## src/verilog/pkt_defines.svh

```systemverilog
`ifndef PKT_DEFINES_SVH
`define PKT_DEFINES_SVH

// work request from the scheduler
`define PKT_REQ_W 18

// network packet toward the PE array
`define PKT_OUT_W 53

// operand word widths
`define PKT_FIL_DATA_W 40
`define PKT_IF_DATA_W 25

// filter memory is addressed by the 3-bit filter row
`define PKT_FIL_ADDR_W 3

// ifmap address is request bits 17:5
`define PKT_IF_ADDR_W 13

// request buffer entries
`define PKT_FIFO_DEPTH 4

`endif
```

## src/verilog/pkt_pkg.sv

```systemverilog
`include "pkt_defines.svh"

package pkt_pkg;

    // request and packet vectors
    typedef logic [`PKT_REQ_W-1:0] req_t;
    typedef logic [`PKT_OUT_W-1:0] pkt_t;

    // operand memory address and data words
    typedef logic [`PKT_FIL_ADDR_W-1:0] fil_addr_t;
    typedef logic [`PKT_IF_ADDR_W-1:0]  if_addr_t;
    typedef logic [`PKT_FIL_DATA_W-1:0] fil_data_t;
    typedef logic [`PKT_IF_DATA_W-1:0]  if_data_t;

    // request fields
    // destination PE node
    localparam int req_node_msb = 3;
    localparam int req_node_lsb = 0;
    // 1 = filter job, 0 = ifmap job
    localparam int req_job_bit = 4;
    // filter row for filter jobs
    localparam int req_row_msb = 7;
    localparam int req_row_lsb = 5;
    // ifmap jobs: timestep, then x and y location
    localparam int req_ts_bit = 5;
    localparam int req_loc_msb = 17;
    localparam int req_loc_lsb = 6;
    // ifmap read address starts at the timestep bit
    localparam int req_if_addr_lsb = 5;

    // packet fields
    localparam int pkt_hdr_msb = 7;
    localparam int pkt_ts_bit = 8;
    localparam int pkt_fil_bit = 9;
    localparam int pkt_row_msb = 12;
    localparam int pkt_row_lsb = 10;
    localparam int pkt_fsz_msb = 14;
    localparam int pkt_fsz_lsb = 13;
    localparam int pkt_loc_msb = 26;
    localparam int pkt_loc_lsb = 15;
    localparam int pkt_fil_data_lsb = 13;
    localparam int pkt_if_data_lsb = 28;

    // routing header per PE node
    // nodes 14 and 15 fall back to the node 0 route
    localparam logic [7:0] hdr_table [16] = '{
        8'hE3, 8'hF3, 8'hFB, 8'hC3,
        8'hD3, 8'hDB, 8'hDF, 8'h83,
        8'h93, 8'h9B, 8'h9F, 8'h13,
        8'h1B, 8'h1F, 8'hE3, 8'hE3
    };

endpackage

```

## src/verilog/req_fifo.sv

```systemverilog
`timescale 1ns/10ps

`include "pkt_defines.svh"

module req_fifo (
    input  logic          clk,
    input  logic          rst_n,
    input  logic          in_valid,
    output logic          in_ready,
    input  pkt_pkg::req_t in_data,
    output logic          out_valid,
    input  logic          out_ready,
    output pkt_pkg::req_t out_data
);

    import pkt_pkg::*;

    localparam int depth = `PKT_FIFO_DEPTH;
    localparam int ptr_w = $clog2(depth);
    localparam int cnt_w = $clog2(depth + 1);

    // entry storage, no reset on payload
    req_t buf_mem [depth];

    logic [ptr_w-1:0] wr_ptr;
    logic [ptr_w-1:0] rd_ptr;
    logic [cnt_w-1:0] count;

    logic full;
    logic push;
    logic pop;

    // circular increment, works for any depth
    function automatic logic [ptr_w-1:0] next_ptr(input logic [ptr_w-1:0] ptr);
        if (ptr == ptr_w'(depth - 1)) begin
            return '0;
        end
        return ptr + 1'b1;
    endfunction

    assign full = (count == cnt_w'(depth));

    // a full buffer still takes a word while the head drains
    assign in_ready  = !full || out_ready;
    assign out_valid = (count != '0);
    assign out_data  = buf_mem[rd_ptr];

    assign push = in_valid && in_ready;
    assign pop  = out_valid && out_ready;

    // write side
    always_ff @(posedge clk) begin
        if (push) begin
            buf_mem[wr_ptr] <= in_data;
        end
    end

    // pointers and occupancy
    always_ff @(posedge clk) begin
        if (!rst_n) begin
            wr_ptr <= '0;
            rd_ptr <= '0;
            count  <= '0;
        end else begin
            if (push) begin
                wr_ptr <= next_ptr(wr_ptr);
            end
            if (pop) begin
                rd_ptr <= next_ptr(rd_ptr);
            end
            // simultaneous push and pop leaves count unchanged
            case ({push, pop})
                2'b10:   count <= count + 1'b1;
                2'b01:   count <= count - 1'b1;
                default: count <= count;
            endcase
        end
    end

endmodule

```

## config.mk

```make
export PLATFORM = sky130hd
export DESIGN_NAME = req_fifo
export DESIGN_NICKNAME = d
export VERILOG_FILES = /design/src/verilog/pkt_pkg.sv /design/src/verilog/req_fifo.sv
export VERILOG_INCLUDE_DIRS = /design/src /design/src/verilog
export SDC_FILE = /design/constraint.sdc
export NUM_CORES = 1
export LEC_CHECK = 0
export BUFFER_PORTS_ARGS = -buffer_cell sky130_fd_sc_hd__buf_2
export CAP_MARGIN = 20
export CORE_UTILIZATION = 25
export DETAILED_ROUTE_END_ITERATION = 8
export GPL_ROUTABILITY_DRIVEN = 0
export SYNTH_ARGS = -nofsm -noshare
export SYNTH_HDL_FRONTEND = slang
export SYNTH_SLANG_ARGS = --single-unit
```

## constraint.sdc

```tcl
create_clock -name clk -period 2.8 [get_ports clk]
set_input_delay 0 -clock clk [delete_from_list [all_inputs] [get_ports clk]]
set_output_delay 0 -clock clk [all_outputs]
set_load 0.02 [all_outputs]
```

# Word level (Yosys, flattened, before mapping)
# Memory sizes are Yosys's and may differ from the RTL's. A register that Yosys moved wholly into a read port is not among the register bits.
# Cells that the tools add are included.
# classes
addsub	4
eq_ne	5
muxes	15
reduce_logical	6
# ops
op	n
2-bit 2-to-1 mux	6
1-bit 2-to-1 mux	8
2-bit equality test (second input constant)	3
3-bit case mux with 2 select lines	1
2-bit by 1-bit adder with 2-bit output (second input constant)	2
3-bit by 1-bit adder with 3-bit output (second input constant)	1
3-bit equality test (second input constant)	1
3-bit nonzero test	1
3-bit by 1-bit subtractor with 3-bit output (second input constant)	1
2-bit by 1-bit equality test with 1-bit output (second input constant)	1
1-bit logical AND	2
2-bit nonzero test	1
1-bit logical NOT	1
1-bit logical OR	1
# totals
reg_bits	7
mem_bits_rw	72
output_inout_bits	20
n_memories	1
# mem_list
name	words	word_bits	read_ports	rd_clocked_by_memory_dff	wr	line_no	text
buf_mem	4	18	1	1	1	req_fifo.sv:23	req_t buf_mem [depth];

# Logic depth before layout (Yosys ltp)
# logic_depth
depth_word	7
depth_mapped	10

# Worst setup path before layout
# No wires, ideal clock.
# synth_path
path_kind	reg-to-reg
start	reg count[1]
end	reg count[2]
setup_ps	76
arrival_time_ps	2368
t_required_ps	2724
path_slack_ps	356
path_stages_with_launch	11
path_buffers	1
period_less_slack_ps	2444
cell_sequence	dfxtp_1 or4b_1 buf_2 and2_4 inv_1 ha_1 inv_1 fa_1 xor2_1 or3_1 a21boi_0
# synth_between
elab_chain_len	6
elab_cells_between_ends	12
classes_between	add/sub: 2; eq/ne: 3; mux: 1; reduce/logical: 6
# synth_lines
element	line_no	text
start, declared	req_fifo.sv:27	logic [cnt_w-1:0] count;
start signal, assigned	req_fifo.sv:73	2'b10: count <= count + 1'b1;
start signal, assigned	req_fifo.sv:74	2'b01: count <= count - 1'b1;
start signal, assigned	req_fifo.sv:75	default: count <= count;
3-bit equality test (*)	req_fifo.sv:41	assign full = (count == cnt_w'(depth));
1-bit logical NOT (*)	req_fifo.sv:44	assign in_ready = !full || out_ready;
1-bit logical OR (*)	req_fifo.sv:44	
net in_ready	req_fifo.sv:9	output logic in_ready,
1-bit logical AND (*)	req_fifo.sv:48	assign push = in_valid && in_ready;
2-bit by 1-bit equality test with 1-bit output or 2-bit equality test (tied branches)	req_fifo.sv:72	case ({push, pop})
3-bit case mux with 2 select lines or 2-bit nonzero test (tied branches)	n/a	
# The timed path passes the listed nets; every way through them passes the cells marked *.
# A chain may end at the register's enable or synchronous reset.

# Final worst setup path
# layout_path
start	reg count[1]
end	reg count[2]
# layout_between
elab_chain_len	6
elab_cells_between_ends	12
classes_between	add/sub: 2; eq/ne: 3; mux: 1; reduce/logical: 6
# layout_lines
element	line_no
3-bit equality test	req_fifo.sv:41
1-bit logical NOT	req_fifo.sv:44
1-bit logical OR	req_fifo.sv:44
1-bit logical AND	req_fifo.sv:48
2-bit by 1-bit equality test with 1-bit output or 2-bit equality test (tied branches)	req_fifo.sv:72
3-bit case mux with 2 select lines or 2-bit nonzero test (tied branches)	n/a
# Parallel ways exist; a longest one is shown, timed or not.

==> results.md <==
- Status: complete, no violations
- WP data required: 3.05 ns
- Startpoint Class: flip-flop
- Main combinational cell family by area after synthesis: multiplexers
- Synth top area cells: edfxtp_1 (70%), mux4_2 (13%), dfxtp_1 (5.8%)
- Dpl ws: 0.208 ns
- WP data arrival: 2.83 ns
- EDFF count, synth: 72
- Busiest grt layer: met2
- DRT Wirelength: 5.59 mm
- Avg Cell Area, Syn: 20.5 um2
- XOR/XNOR share of the synthesized area: 0.568%
- Htree depth: 3
- Yosys warns: 0
- Worst-margin pin slew: 1.06 ns
- Std cell rows: 40
- Final setup fails: 0
- Mux contribution to synthesized area: 13.5%
- Clock Latency Late Sink: 0.33 ns
- Post-synthesis compound-gate area fraction: 1.30%
- Worst setup path category: flip-flop to flip-flop
- Max Fanout on Critical Path: 7
- Worst Setup End Kind: flip-flop
- Via density per instance: 4.18
- Clock Tree Buf Depth: 2
- Hold Crit Class: primary input to flip-flop
- WL/cell: 15.1 um
- First-pass GRT wire length: 8.56 mm
- Detailed Place HPWL: 3.46 mm
- Layout cells sized above 1: 35.1%
- Met3 global-route usage: 3.70%
- Met1 Use GR: 10.2%
- Sequential fraction of the synthesis area: 76.0%
- Synth unique cells: 27
- Synth Area in Adders: 3.09%
- Routed Antenna Nets: 0
- Overall power: 3.45 mW
- Worst Slack Setup Final: 0.217 ns
- Share of the synthesized area in the top cell type: 70.2%
- Total Nets Final: 246
- Async set or reset register ratio after synthesis: 0%
- Number of global-route vias before repair: 1627
- Die height: 113 um
- Clock transition at the registers of the reported paths: 0.07 ns
- Reg-to-reg startpoint: count[1]
- Synth Net Count: 179
- Slew headroom: 29.2%
- Reg2Reg Depth: 9
- GR Util met2: 15.8%
- Area growth from synthesis to layout: 28.6%
- Iter 0 DRT Violations: 78
- Setup TNS Final: 0 ns
- DRC: 0
- Simple-gate area share of the yosys netlist: 3.74%
- Pwr/cell area: 870 nW/um2
- Most frequent cell after synthesis: edfxtp_1
- Leak: 1.39 nW
- Maximum vdd drop: 0.247 mV
- I/O pin total: 42
- Final Hold Viols: 0
- Total CTS buffers: 9
- GRT overflow: 0
- Starting Density: 25.7%
- Die Wd: 113 um
- Fin crit period: 2.58 ns
- Core area: 12000 um2
- Vias: 1547
- Cell depth of the worst hold path: 3
- Largest net degree at the start of global routing: 19
- Clock Skews: 0.0102 ns
- Flops & latches, synth: 81
- All-Layer GR Usage: 9.25%
- Slew Limit Fails: 0
- RR Endpoint: count[2]
- Die ar.: 12800 um2
- RSZ-0062 raised after global routing: false
- Syn Inst Count: 150
- DR pass1 iterations: 4
- Port Buffer Count: 41
- CTS root buffer: clkbuf_16
- Commonest cells in the netlist: edfxtp_1 (72), mux4_2 (18), dfxtp_1 (9), inv_1 (7)
- Utilization after layout: 33.0%
- Period utilization: 92.2%
- R2r setup slk: 0.22 ns
- Cts repair resizes: 0
- Dominant synthesized flop cell: edfxtp_1
- Clock Sinks: 81
- Max_cap viols: 0
- Area leader, netlist: edfxtp_1
- Min-Delay Endpoint: wr_ptr[0]
- Synth Cell Area: 3080 um2
- Initial antenna violation count: 1
- CTS tree: done
- Hold_sp: rst_n
- Fmax: 387 MHz
[registers in the layout, indices dropped and copies added, names as in the netlist, named ones only]
name	cells
rd_ptr	2
buf_mem	72
wr_ptr	2
count	3
[cell type report]
class / count / area (um2)
well taps: 147 / 184
repair buffers: 62 / 423
flip-flops and latches: 81 / 2340
clock inverters: 7 / 77.6
clock buffers: 9 / 225
fillers: 1161 / 8050
diodes: 1 / 2.50
multi-input cells: 56 / 683
inverters: 7 / 26.3
[power by group]
part	leakage [nW]	internal (mW)	switching, mW	total [mW]
sequential	0.735	1.43	0.0763	1.51
combinational	0.499	0.358	0.408	0.766
clock	0.152	0.701	0.469	1.17
[critical path: stages, from the launching register on]
cell and delay (ns):
dfxtp_1 0.34, or4b_1 0.63, and2_4 0.22, inv_1 0.05
ha_1 0.17, inv_1 0.06, fa_1 0.37, xor2_1 0.16
or3_1 0.30, a21boi_0 0.20
[stage by stage]
step | hold slack [ns] | std cells | cell area, um2
finish | 0.0152 | 370 | 3960
global route | 0.0296 | 370 | 3960
CTS | 0.00730 | 369 | 3960
detailed placement | 0.217 | 334 | 3470
global placement | 0.216 | 334 | 3470
floorplan | 0.0989 | 150 | 3080
[worst max-delay path by stage]
| stage | depth (start not counted) | endpoint | slack, ns | from |
|---|---|---|---|---|
| 2_1_floorplan | 10 | count[2] | 0.36 | count[1] |
| 3_3_place_gp | 9 | count[2] | 0.34 | count[1] |
| 3_5_place_dp | 9 | count[2] | 0.21 | count[1] |
| 4_1_cts | 9 | count[2] | 0.18 | count[1] |
| 5_1_grt | 9 | count[2] | 0.05 | count[1] |
| 6_report | 9 | count[2] | 0.22 | count[1] |
[cells in the final DEF, fill, tap and decap left out, drive strengths merged]
master,instances
nand3,2
bufinv,1
xnor2,1
or3,2
and2,3
dfxtp,9
xor2,1
ha,6
mux2i,1
o21ai,5
clkinv,3
dlygate4sd3,19
diode,1
nand4,1
a21boi,1
mux4,18
and3,4
clkbuf,9
nor2,2
o31ai,1
inv,10
nand2,6
edfxtp,72
fa,1
buf,43
or4b,1
[metal layers]
metal	wire (um)	vias up
met5	0	-
met4	80	0
met3	270	8
met2	2820	31
met1	2410	776
li1	-	732
[logic make-up after synthesis]
family	after synthesis
multiplexers	19
buffers and inverters	13
AO/OA/AOI/OAI	7
flip-flops	81
XOR/XNOR	2
AND/OR/NAND/NOR	21
adder cells (fa/ha/maj)	7
[timing repair]
item                                    4_1_cts  5_1_grt
hold endpoints to repair                     73        0
endpoints found under the setup margin        0        0
buffers inserted                              0        0
hold buffers                                 19        0
Note: power is estimated with default switching activity, not from simulation.
