===== src/verilog/pkt_defines.svh =====
`ifndef PKT_DEFINES_SVH
`define PKT_DEFINES_SVH

// work request from the scheduler
`define PKT_REQ_W 18

// network packet toward the PE array
`define PKT_OUT_W 53

// operand word widths
`define PKT_FIL_DATA_W 40
`define PKT_IF_DATA_W 25

// filter memory is addressed by the 3-bit filter row
`define PKT_FIL_ADDR_W 3

// ifmap address is request bits 17:5
`define PKT_IF_ADDR_W 13

// request buffer entries
`define PKT_FIFO_DEPTH 4

`endif

===== src/verilog/pkt_pkg.sv =====
`include "pkt_defines.svh"

package pkt_pkg;

    // request and packet vectors
    typedef logic [`PKT_REQ_W-1:0] req_t;
    typedef logic [`PKT_OUT_W-1:0] pkt_t;

    // operand memory address and data words
    typedef logic [`PKT_FIL_ADDR_W-1:0] fil_addr_t;
    typedef logic [`PKT_IF_ADDR_W-1:0]  if_addr_t;
    typedef logic [`PKT_FIL_DATA_W-1:0] fil_data_t;
    typedef logic [`PKT_IF_DATA_W-1:0]  if_data_t;

    // request fields
    // destination PE node
    localparam int req_node_msb = 3;
    localparam int req_node_lsb = 0;
    // 1 = filter job, 0 = ifmap job
    localparam int req_job_bit = 4;
    // filter row for filter jobs
    localparam int req_row_msb = 7;
    localparam int req_row_lsb = 5;
    // ifmap jobs: timestep, then x and y location
    localparam int req_ts_bit = 5;
    localparam int req_loc_msb = 17;
    localparam int req_loc_lsb = 6;
    // ifmap read address starts at the timestep bit
    localparam int req_if_addr_lsb = 5;

    // packet fields
    localparam int pkt_hdr_msb = 7;
    localparam int pkt_ts_bit = 8;
    localparam int pkt_fil_bit = 9;
    localparam int pkt_row_msb = 12;
    localparam int pkt_row_lsb = 10;
    localparam int pkt_fsz_msb = 14;
    localparam int pkt_fsz_lsb = 13;
    localparam int pkt_loc_msb = 26;
    localparam int pkt_loc_lsb = 15;
    localparam int pkt_fil_data_lsb = 13;
    localparam int pkt_if_data_lsb = 28;

    // routing header per PE node
    // nodes 14 and 15 fall back to the node 0 route
    localparam logic [7:0] hdr_table [16] = '{
        8'hE3, 8'hF3, 8'hFB, 8'hC3,
        8'hD3, 8'hDB, 8'hDF, 8'h83,
        8'h93, 8'h9B, 8'h9F, 8'h13,
        8'h1B, 8'h1F, 8'hE3, 8'hE3
    };

endpackage


===== src/verilog/mem_rd_if.sv =====
`timescale 1ns/10ps

// one-cycle request/response read port
// rd_valid follows rd_en by exactly one cycle
interface mem_rd_if #(
    parameter type addr_t = logic,
    parameter type data_t = logic
) ();

    // request side
    logic  rd_en;
    addr_t rd_addr;

    // response side
    data_t rd_data;
    logic  rd_valid;

    // control unit issues reads
    modport requester (
        output rd_en,
        output rd_addr,
        input  rd_data,
        input  rd_valid
    );

    // memory answers them
    modport responder (
        input  rd_en,
        input  rd_addr,
        output rd_data,
        output rd_valid
    );

endinterface


===== src/verilog/packetizer_cu.sv =====
`timescale 1ns/10ps

`include "pkt_defines.svh"

module packetizer_cu (
    input  logic          clk,
    input  logic          rst_n,
    input  logic          head_valid,
    output logic          head_ready,
    input  pkt_pkg::req_t head_data,
    input  logic          fil_size_we,
    input  logic [1:0]    fil_size,
    mem_rd_if.requester   fil_rd,
    mem_rd_if.requester   if_rd,
    output logic          pkt_valid,
    input  logic          pkt_ready,
    output pkt_pkg::pkt_t pkt_data
);

    import pkt_pkg::*;

    typedef enum logic [1:0] {
        idle_s,
        wait_s,
        send_s
    } state_t;

    state_t state;
    state_t state_nxt;

    // filter size copied into ifmap packets
    logic [1:0] fil_size_q;

    // packet under construction, also the output register
    pkt_t pkt_q;

    // header part of the packet, built from the head request
    pkt_t pkt_init;

    logic pop;
    logic is_fil;
    logic rd_done;

    // job type of the request at the FIFO head
    assign is_fil = head_data[req_job_bit];

    // accept a new request only when no packet is pending
    assign head_ready = (state == idle_s);
    assign pop = head_valid && head_ready;

    // the read goes out in the same cycle as the pop
    assign fil_rd.rd_en   = pop && is_fil;
    assign fil_rd.rd_addr = head_data[req_row_msb:req_row_lsb];
    assign if_rd.rd_en    = pop && !is_fil;
    assign if_rd.rd_addr  = head_data[req_loc_msb:req_if_addr_lsb];

    // the stored job flag picks which memory answers
    assign rd_done = pkt_q[pkt_fil_bit] ? fil_rd.rd_valid : if_rd.rd_valid;

    assign pkt_valid = (state == send_s);
    assign pkt_data  = pkt_q;

    // header and routing fields, operand slot left at zero
    always_comb begin
        pkt_init = '0;
        pkt_init[pkt_hdr_msb:0] = hdr_table[head_data[req_node_msb:req_node_lsb]];
        if (is_fil) begin
            pkt_init[pkt_fil_bit] = 1'b1;
            pkt_init[pkt_row_msb:pkt_row_lsb] = head_data[req_row_msb:req_row_lsb];
        end else begin
            pkt_init[pkt_ts_bit] = head_data[req_ts_bit];
            // size as it stood before this edge
            pkt_init[pkt_fsz_msb:pkt_fsz_lsb] = fil_size_q;
            pkt_init[pkt_loc_msb:pkt_loc_lsb] = head_data[req_loc_msb:req_loc_lsb];
        end
    end

    // filter-size register
    always_ff @(posedge clk) begin
        if (!rst_n) begin
            fil_size_q <= 2'b00;
        end else if (fil_size_we) begin
            fil_size_q <= fil_size;
        end
    end

    // next state
    always_comb begin
        state_nxt = state;
        case (state)
            idle_s: begin
                if (pop) begin
                    state_nxt = wait_s;
                end
            end
            wait_s: begin
                // memory answers one cycle after the read
                if (rd_done) begin
                    state_nxt = send_s;
                end
            end
            send_s: begin
                // hold until the network takes the packet
                if (pkt_ready) begin
                    state_nxt = idle_s;
                end
            end
            default: begin
                state_nxt = idle_s;
            end
        endcase
    end

    always_ff @(posedge clk) begin
        if (!rst_n) begin
            state <= idle_s;
        end else begin
            state <= state_nxt;
        end
    end

    // packet assembly
    always_ff @(posedge clk) begin
        if (pop) begin
            pkt_q <= pkt_init;
        end else if ((state == wait_s) && rd_done) begin
            // operand lands in the upper slot for its job type
            if (pkt_q[pkt_fil_bit]) begin
                pkt_q[`PKT_OUT_W-1:pkt_fil_data_lsb] <= fil_rd.rd_data;
            end else begin
                pkt_q[`PKT_OUT_W-1:pkt_if_data_lsb] <= if_rd.rd_data;
            end
        end
    end

endmodule


===== src/flat_wrapper.sv =====
// flat-port wrapper written by rule: the top's interface ports become plain ports
module packetizer_cu_flat import pkt_pkg::*;
  (clk, rst_n, head_valid, head_ready, head_data, fil_size_we, fil_size, pkt_valid, pkt_ready, pkt_data, fil_rd_rd_en, fil_rd_rd_addr, fil_rd_rd_data, fil_rd_rd_valid, if_rd_rd_en, if_rd_rd_addr, if_rd_rd_data, if_rd_rd_valid);
  mem_rd_if fil_rd_i ();
  mem_rd_if if_rd_i ();
  input  logic clk;
  input  logic rst_n;
  input  logic head_valid;
  output logic head_ready;
  input  pkt_pkg::req_t head_data;
  input  logic fil_size_we;
  input  logic [1:0] fil_size;
  output logic pkt_valid;
  input  logic pkt_ready;
  output pkt_pkg::pkt_t pkt_data;
  output wire logic [$bits(fil_rd_i.rd_en)-1:0] fil_rd_rd_en;
  output wire logic [$bits(fil_rd_i.rd_addr)-1:0] fil_rd_rd_addr;
  input wire logic [$bits(fil_rd_i.rd_data)-1:0] fil_rd_rd_data;
  input wire logic [$bits(fil_rd_i.rd_valid)-1:0] fil_rd_rd_valid;
  output wire logic [$bits(if_rd_i.rd_en)-1:0] if_rd_rd_en;
  output wire logic [$bits(if_rd_i.rd_addr)-1:0] if_rd_rd_addr;
  input wire logic [$bits(if_rd_i.rd_data)-1:0] if_rd_rd_data;
  input wire logic [$bits(if_rd_i.rd_valid)-1:0] if_rd_rd_valid;
  assign fil_rd_rd_en = fil_rd_i.rd_en;
  assign fil_rd_rd_addr = fil_rd_i.rd_addr;
  assign fil_rd_i.rd_data = fil_rd_rd_data;
  assign fil_rd_i.rd_valid = fil_rd_rd_valid;
  assign if_rd_rd_en = if_rd_i.rd_en;
  assign if_rd_rd_addr = if_rd_i.rd_addr;
  assign if_rd_i.rd_data = if_rd_rd_data;
  assign if_rd_i.rd_valid = if_rd_rd_valid;
  packetizer_cu u_core (.clk(clk), .rst_n(rst_n), .head_valid(head_valid), .head_ready(head_ready), .head_data(head_data), .fil_size_we(fil_size_we), .fil_size(fil_size), .fil_rd(fil_rd_i), .if_rd(if_rd_i), .pkt_valid(pkt_valid), .pkt_ready(pkt_ready), .pkt_data(pkt_data));
endmodule

===== config.mk =====
export PLATFORM = sky130hd
export DESIGN_NAME = packetizer_cu_flat
export DESIGN_NICKNAME = d
export VERILOG_FILES = /design/src/verilog/pkt_pkg.sv /design/src/verilog/mem_rd_if.sv /design/src/verilog/packetizer_cu.sv /design/src/flat_wrapper.sv
export VERILOG_INCLUDE_DIRS = /design/src /design/src/verilog
export SDC_FILE = /design/constraint.sdc
export NUM_CORES = 1
export LEC_CHECK = 0
export ABC_AREA = 1
export BUFFER_PORTS_ARGS = -buffer_cell sky130_fd_sc_hd__buf_4
export CAP_MARGIN = 20
export CORE_MARGIN = 10
export CORE_UTILIZATION = 44
export CTS_BUF_LIST = sky130_fd_sc_hd__clkbuf_4 sky130_fd_sc_hd__clkbuf_8 sky130_fd_sc_hd__clkbuf_16
export CTS_CLUSTER_SIZE = 8
export DETAILED_ROUTE_END_ITERATION = 16
export PLACE_DENSITY = 0.86
export SLEW_MARGIN = 15
export SYNTH_ARGS = -nofsm -noshare
export SYNTH_HDL_FRONTEND = slang
export SYNTH_SLANG_ARGS = --single-unit

===== constraint.sdc =====
create_clock -name clk -period 2.3 [get_ports clk]
set_input_delay 0.23 -clock clk [delete_from_list [all_inputs] [get_ports clk]]
set_output_delay 0.23 -clock clk [all_outputs]
set_load 0.01 [all_outputs]

# --- Word level (Yosys, flattened, before mapping) ---
# Memory sizes are Yosys's and may differ from the RTL's. A register that Yosys moved wholly into a read port is not among the register bits.
# Cells that the tools add are included.
classes:
  bitwise_logic: 1
  n_reduce_logical: 10
  n_lt_le_gt_ge: 1
  multipliers: 0
  n_mux: 13
  eq_ne: 5
  addsub: 0
  n_div: 0
  n_shift: 0
op_table:
  columns: ["op", "n"]
  rows:
  - ["two-way mux 14 bit", 4]
  - ["two-way mux 8 bit", 2]
  - ["two-way mux 2 bit", 3]
  - ["one-hot mux 2 bit (3 select lines)", 1]
  - ["greater-or-equal comparator 5 bit, second input constant", 1]
  - ["inverter 4 -> 5 bit", 1]
  - ["logical AND 1 bit", 4]
  - ["!= test 2 x 1 -> 1 bit, second input constant", 2]
  - ["nonzero test 2 bit", 2]
  - ["two-way mux 1 bit", 3]
  - ["AND reduction 3 bit", 1]
  - ["== test 2 x 1 -> 1 bit, second input constant", 1]
  - ["== test 2 bit, second input constant", 1]
  - ["zero test 2 bit", 1]
  - ["!= test 2 bit, second input constant", 1]
  - ["AND reduction 2 bit", 1]
  - ["zero test 1 bit", 1]
totals:
  in_bits: 29
  out_inout_bits: 59
  mem_count: 1
  mem_bits_ro: 128
  latch_bits: 0
  ramBits: 0
  wordCells: 38
  regBits: 32
memory_table:
  columns: ["memory", "depth", "width", "rd", "rd_clocked_by_memory_dff", "wr", "line", "source"]
  rows:
  - ["(no name shown)", 16, 8, 1, 1, 0, "packetizer_cu.sv:66", "pkt_init[pkt_hdr_msb:0] = hdr_table[head_data[req_node_msb:req_node_lsb]];"]

# --- Depth between registers and ports, before layout ---
depth:
  ltp_word: 4
  mapped_depth: 7
  depth_no_buf: 7

# --- Worst setup path after synthesis ---
# Ideal clock, no wire load.
synth_timing:
  path_type: "register to register"
  startpoint: "register u_core.pkt_q[9] (netlist: u_core.pkt_data[9])"
  endpoint: "register u_core.pkt_q[13] (netlist: u_core.pkt_data[13]) (enable)"
  arrival_time_ns: 1.783
  stages_incl_launch_ff: 6
  setup_ns: 0.404
  path_buffers: 0
  setup_slack_ns: 0.112
  path_cell_list: "edfxtp_1 inv_1 nand2_1 nand2_1 nand2_1 o21ai_0"
synth_between:
  elab_chain_len: 4
synth_rtl:
  columns: ["item", "line", "source"]
  rows:
  - ["start, declared", "packetizer_cu.sv:35", "pkt_t pkt_q;"]
  - ["start signal, assigned", "packetizer_cu.sv:125", "pkt_q <= pkt_init;"]
  - ["start signal, assigned by index", "packetizer_cu.sv:129", "pkt_q[`PKT_OUT_W-1:pkt_fil_data_lsb] <= fil_rd.rd_data;"]
  - ["start signal, assigned by index", "packetizer_cu.sv:131", "pkt_q[`PKT_OUT_W-1:pkt_if_data_lsb] <= if_rd.rd_data;"]
  - ["two-way mux 1 bit", "packetizer_cu.sv:58", "assign rd_done = pkt_q[pkt_fil_bit] ? fil_rd.rd_valid : if_rd.rd_valid;"]
  - ["logical AND 1 bit", "packetizer_cu.sv:126", "end else if ((state == wait_s) && rd_done) begin"]
  - ["nonzero test 2 bit (no source line)", null, null]
  - ["AND reduction 2 bit (no source line) (*)", null, null]
# Mark *: on every way between the ends. The rest lies on a longest branch, timed or not.
# A chain may end at the register's enable or synchronous reset.

# --- Final worst setup path ---
layout_timing:
  startpoint: "register u_core.state[1]"
  endpoint: "output port if_rd_rd_en"
layout_between:
  elab_chain_len: 3
layout_rtl:
  columns: ["item", "line", "source"]
  rows:
  - ["start, declared", "packetizer_cu.sv:28", "state_t state;"]
  - ["start signal, assigned", "packetizer_cu.sv:116", "state <= idle_s;"]
  - ["start signal, assigned", "packetizer_cu.sv:118", "state <= state_nxt;"]
  - ["zero test 2 bit", "packetizer_cu.sv:48", "assign head_ready = (state == idle_s);"]
  - ["logical AND 1 bit", "packetizer_cu.sv:49", "assign pop = head_valid && head_ready;"]
  - ["net u_core.pop", "packetizer_cu.sv:40", "logic pop;"]
  - ["logical AND 1 bit", "packetizer_cu.sv:54", "assign if_rd.rd_en = pop && !is_fil;"]
  - ["end, declared", "flat_wrapper.sv:20", "output wire logic [$bits(if_rd_i.rd_en)-1:0] if_rd_rd_en;"]
# The timed path passes the listed nets, and every way through them passes these cells.

==> flow_results.xml <==
<?xml version="1.0" encoding="UTF-8"?>
<metrics>
  <group name="cts">
    <metric name="clock_sink_count" unit="">30</metric>
    <metric name="ctsResizeCount" unit="">0</metric>
    <metric name="cts_htree_levels" unit="">2</metric>
    <metric name="tritoncts_buffers" unit="">5</metric>
    <metric name="post-cts-setup-buffers" unit="">0</metric>
    <metric name="worstSkewPairLatency" unit="ns">0.32</metric>
    <metric name="cts.reportedPaths.clkPinSlew" unit="ns">0.08</metric>
    <metric name="postCtsHoldBufs" unit="">0</metric>
    <metric name="clock_tree.root_cell" unit="">sky130_fd_sc_hd__clkbuf_4</metric>
    <metric name="cts_max_path_buffers" unit="">2</metric>
    <metric name="tritoncts" unit="">done</metric>
  </group>
  <group name="routing">
    <metric name="detailed_routing_iterations_pass_1" unit="">4</metric>
    <metric name="detail_route.wl_per_cell" unit="um">12.4</metric>
    <metric name="wl" unit="um">3370</metric>
    <metric name="total_number_of_vias" unit="">1116</metric>
    <metric name="drt_iter0_drc" unit="">38</metric>
    <metric name="ant_nets" unit="">0</metric>
    <metric name="drt_drc_violations_left" unit="">0</metric>
    <metric name="detail_route.vias_per_cell" unit="">4.12</metric>
  </group>
  <group name="timing">
    <metric name="clock.fmax" unit="GHz">0.595</metric>
    <metric name="fin_hold_ws" unit="ns">0.144</metric>
    <metric name="period_minus_slack" unit="ns">1.68</metric>
    <metric name="setup-tns-final" unit="ns">0</metric>
    <metric name="finalSetupViolCount" unit="">0</metric>
    <metric name="slew_viol_final" unit="">0</metric>
    <metric name="final_min_period_over_clock_period" unit="">0.730</metric>
    <metric name="rsz0062_at_grt" unit="">no</metric>
    <metric name="clock_skew" unit="ns">0.00722</metric>
    <metric name="hold_viol" unit="">0</metric>
  </group>
  <group name="place">
    <metric name="port_buffers" unit="">60</metric>
    <metric name="dpl.hpwl" unit="um">2860</metric>
    <metric name="gpl.final_weighted_congestion" unit="">0.762</metric>
  </group>
  <group name="critical_path">
    <metric name="worst-setup-path-type" unit="">register to output pin</metric>
    <metric name="startpoint_of_the_lowest_slack_register_to_register_path" unit="">u_core.pkt_data[9]</metric>
    <metric name="timing.reg2reg.setup_slack" unit="ns">0.88</metric>
    <metric name="required" unit="ns">2.07</metric>
    <metric name="r2r-end" unit="">u_core.pkt_data[17]</metric>
    <metric name="cp-start-kind" unit="">register</metric>
    <metric name="crit_path_capture_type" unit="">output pin</metric>
    <metric name="timing.reg2reg.worst_path_depth" unit="">6</metric>
    <metric name="worstPathArrival" unit="ns">1.45</metric>
    <metric name="worstPathMaxFanout" unit="">14</metric>
  </group>
  <group name="flow_run">
    <metric name="maxCapViolations" unit="">0</metric>
  </group>
  <group name="grt">
    <metric name="grt_start_max_net_pins" unit="">15</metric>
    <metric name="grt_ovf" unit="">0</metric>
    <metric name="grt_pass1_vias" unit="">1197</metric>
    <metric name="grt_antenna_before_repair" unit="">0</metric>
    <metric name="global_route_wire_length_before_repair" unit="um">5150</metric>
    <metric name="globalRouteTotalUtil" unit="">0.104</metric>
  </group>
  <group name="finish">
    <metric name="fillCellCount" unit="">314</metric>
    <metric name="design.final.nets" unit="">257</metric>
    <metric name="fraction_of_final_layout_cells_sized_beyond_drive_strength_1" unit="">0.360</metric>
    <metric name="ff_latch_area" unit="um^2">851</metric>
    <metric name="areaGrowthSynthToFinish" unit="%">27.0</metric>
    <metric name="num_antenna_cells" unit="">0</metric>
    <metric name="area_of_the_multi_input_gates" unit="um^2">449</metric>
  </group>
  <group name="floorplan">
    <metric name="die_w" unit="um">79.7</metric>
    <metric name="std_cell_rows" unit="">21</metric>
    <metric name="die_area" unit="um^2">6360</metric>
    <metric name="core_area" unit="um^2">3390</metric>
    <metric name="die_height" unit="um">79.7</metric>
    <metric name="pin_count" unit="">88</metric>
    <metric name="initial_core_util" unit="">0.463</metric>
  </group>
  <group name="power">
    <metric name="fin_total_pwr" unit="uW">1190</metric>
    <metric name="power.static_leakage" unit="uW">0.00104</metric>
    <metric name="irDropWorstVdd" unit="mV">0.189</metric>
    <metric name="power.density_cell_area" unit="nW/um^2">596</metric>
  </group>
  <group name="yosys">
    <metric name="ys_seq_elements" unit="">30</metric>
    <metric name="yosys_warnings" unit="">0</metric>
    <metric name="yosysTopAreaCell" unit="">sky130_fd_sc_hd__edfxtp_1</metric>
    <metric name="ys_top_cells_by_area" unit="">sky130_fd_sc_hd__edfxtp_1 (48%), sky130_fd_sc_hd__buf_4 (14%), sky130_fd_sc_hd__inv_1 (7.9%)</metric>
    <metric name="synth-main-ff-cell" unit="">sky130_fd_sc_hd__edfxtp_1</metric>
    <metric name="synthArstFlopShare" unit="">0</metric>
    <metric name="synth.top_cells.by_count" unit="">sky130_fd_sc_hd__inv_1 (33), sky130_fd_sc_hd__buf_4 (29), sky130_fd_sc_hd__edfxtp_1 (25)</metric>
    <metric name="syn_avg_cell_area" unit="um^2">9.63</metric>
    <metric name="post_synth_inst_count" unit="">163</metric>
    <metric name="yosys.area.top_type_share" unit="">0.478</metric>
    <metric name="synth_enable_flop_cells" unit="">25</metric>
    <metric name="netlist-cell-type-count" unit="">17</metric>
    <metric name="ys_seq_area_frac" unit="">0.542</metric>
    <metric name="synthMostInstantiatedCell" unit="">sky130_fd_sc_hd__inv_1</metric>
    <metric name="synthesis.area" unit="um^2">1570</metric>
  </group>
  <group name="hold_path">
    <metric name="hold-path-endpoint" unit="">u_core.pkt_data[9]</metric>
    <metric name="hold_path_cell_cnt" unit="">1</metric>
    <metric name="hp-start" unit="">head_data[4]</metric>
    <metric name="timing.hold.worst.class" unit="">input pin to register</metric>
  </group>
  <group name="outcome">
    <metric name="outcome" unit="">complete, no violations</metric>
  </group>
</metrics>
==> how the worst max path moves through the flow <==
stage	startpoint	end	slack (ns)	cells past startpoint
global placement	u_core.pkt_data[9]	u_core.pkt_data[16]	0.95	6
global route	u_core.state[1]	if_rd_rd_en	0.50	6
finish	u_core.state[1]	if_rd_rd_en	0.62	6
detailed placement	u_core.pkt_data[9]	u_core.pkt_data[21]	0.89	6
CTS	u_core.state[1]	if_rd_rd_en	0.58	6
floorplan	u_core.pkt_data[9]	u_core.pkt_data[13]	0.11	5
==> per-stage QoR <==
stage          instance area, um^2  worst slack [ns]   util  instances
2_1_floorplan                 1660             0.112      -        188
3_3_place_gp                  1950             0.947  0.574        264
3_5_place_dp                  1950             0.889  0.574        264
4_1_cts                       1990             0.580  0.588        271
5_1_grt                       1990             0.496  0.588        271
6_report                      1990             0.620  0.588        271
==> final cells by class <==
type,count,share of cell area
sequential,30,0.427
clock buffer,6,0.0226
clock inverter,1,0.00188
multi-input combinational,93,0.225
tap,46,0.0289
inverter,34,0.0652
timing repair buffer,61,0.230
==> worst max-delay path: stages (launching register included) <==
cell and delay (ns):
sky130_fd_sc_hd__dfxtp_1 0.35, sky130_fd_sc_hd__nor2_4 0.14, sky130_fd_sc_hd__nand2_4 0.08, sky130_fd_sc_hd__inv_4 0.15
sky130_fd_sc_hd__nand2_4 0.17, sky130_fd_sc_hd__inv_1 0.12, sky130_fd_sc_hd__buf_4 0.13
==> registers in the layout (all words and copies together) (netlist names) <==
signal / cells
u_core.pkt_data: 26
u_core.fil_size_q: 2
u_core.state: 2
==> metal layers <==
layer / up-vias / share of wire / GRT usage
li1: 563 / - / -
met1: 487 / 0.40 / 0.101
met2: 61 / 0.47 / 0.173
met3: 5 / 0.11 / 0.0507
met4: 0 / 0.021 / 0.0687
met5: - / 0 / 0
==> cells in the final DEF (no fill, tap or decap), types with 5 or more instances in the layout <==
cell type                  netlist  final
sky130_fd_sc_hd__buf_4          29     61
sky130_fd_sc_hd__edfxtp_1       25     25
sky130_fd_sc_hd__dfxtp_1         5      5
sky130_fd_sc_hd__nand2_1        19     19
sky130_fd_sc_hd__inv_1          33     33
sky130_fd_sc_hd__clkbuf_4        0      6
sky130_fd_sc_hd__nand3_1         5      5
sky130_fd_sc_hd__nor2_2          9      9
sky130_fd_sc_hd__o21ai_0         8      7
sky130_fd_sc_hd__conb_1          2     27
sky130_fd_sc_hd__nor2_1         14     14
==> power by group <==
part           switching (uW)  internal, uW
registers                16.1           642
logic                     142           111
clock network             155           122
==> logic make-up after synthesis <==
| logic type | Yosys count | synth area share |
|---|---|---|
| AOI/OAI and AO/OA | 12 | 0.0382 |
| adders and majority gates | 3 | 0.0239 |
| buffers and inverters | 65 | 0.232 |
| DFF | 30 | 0.542 |
| other | 2 | 0.00478 |
| and+or+nand+nor | 51 | 0.159 |
Note: power is estimated with default switching activity, not from simulation.
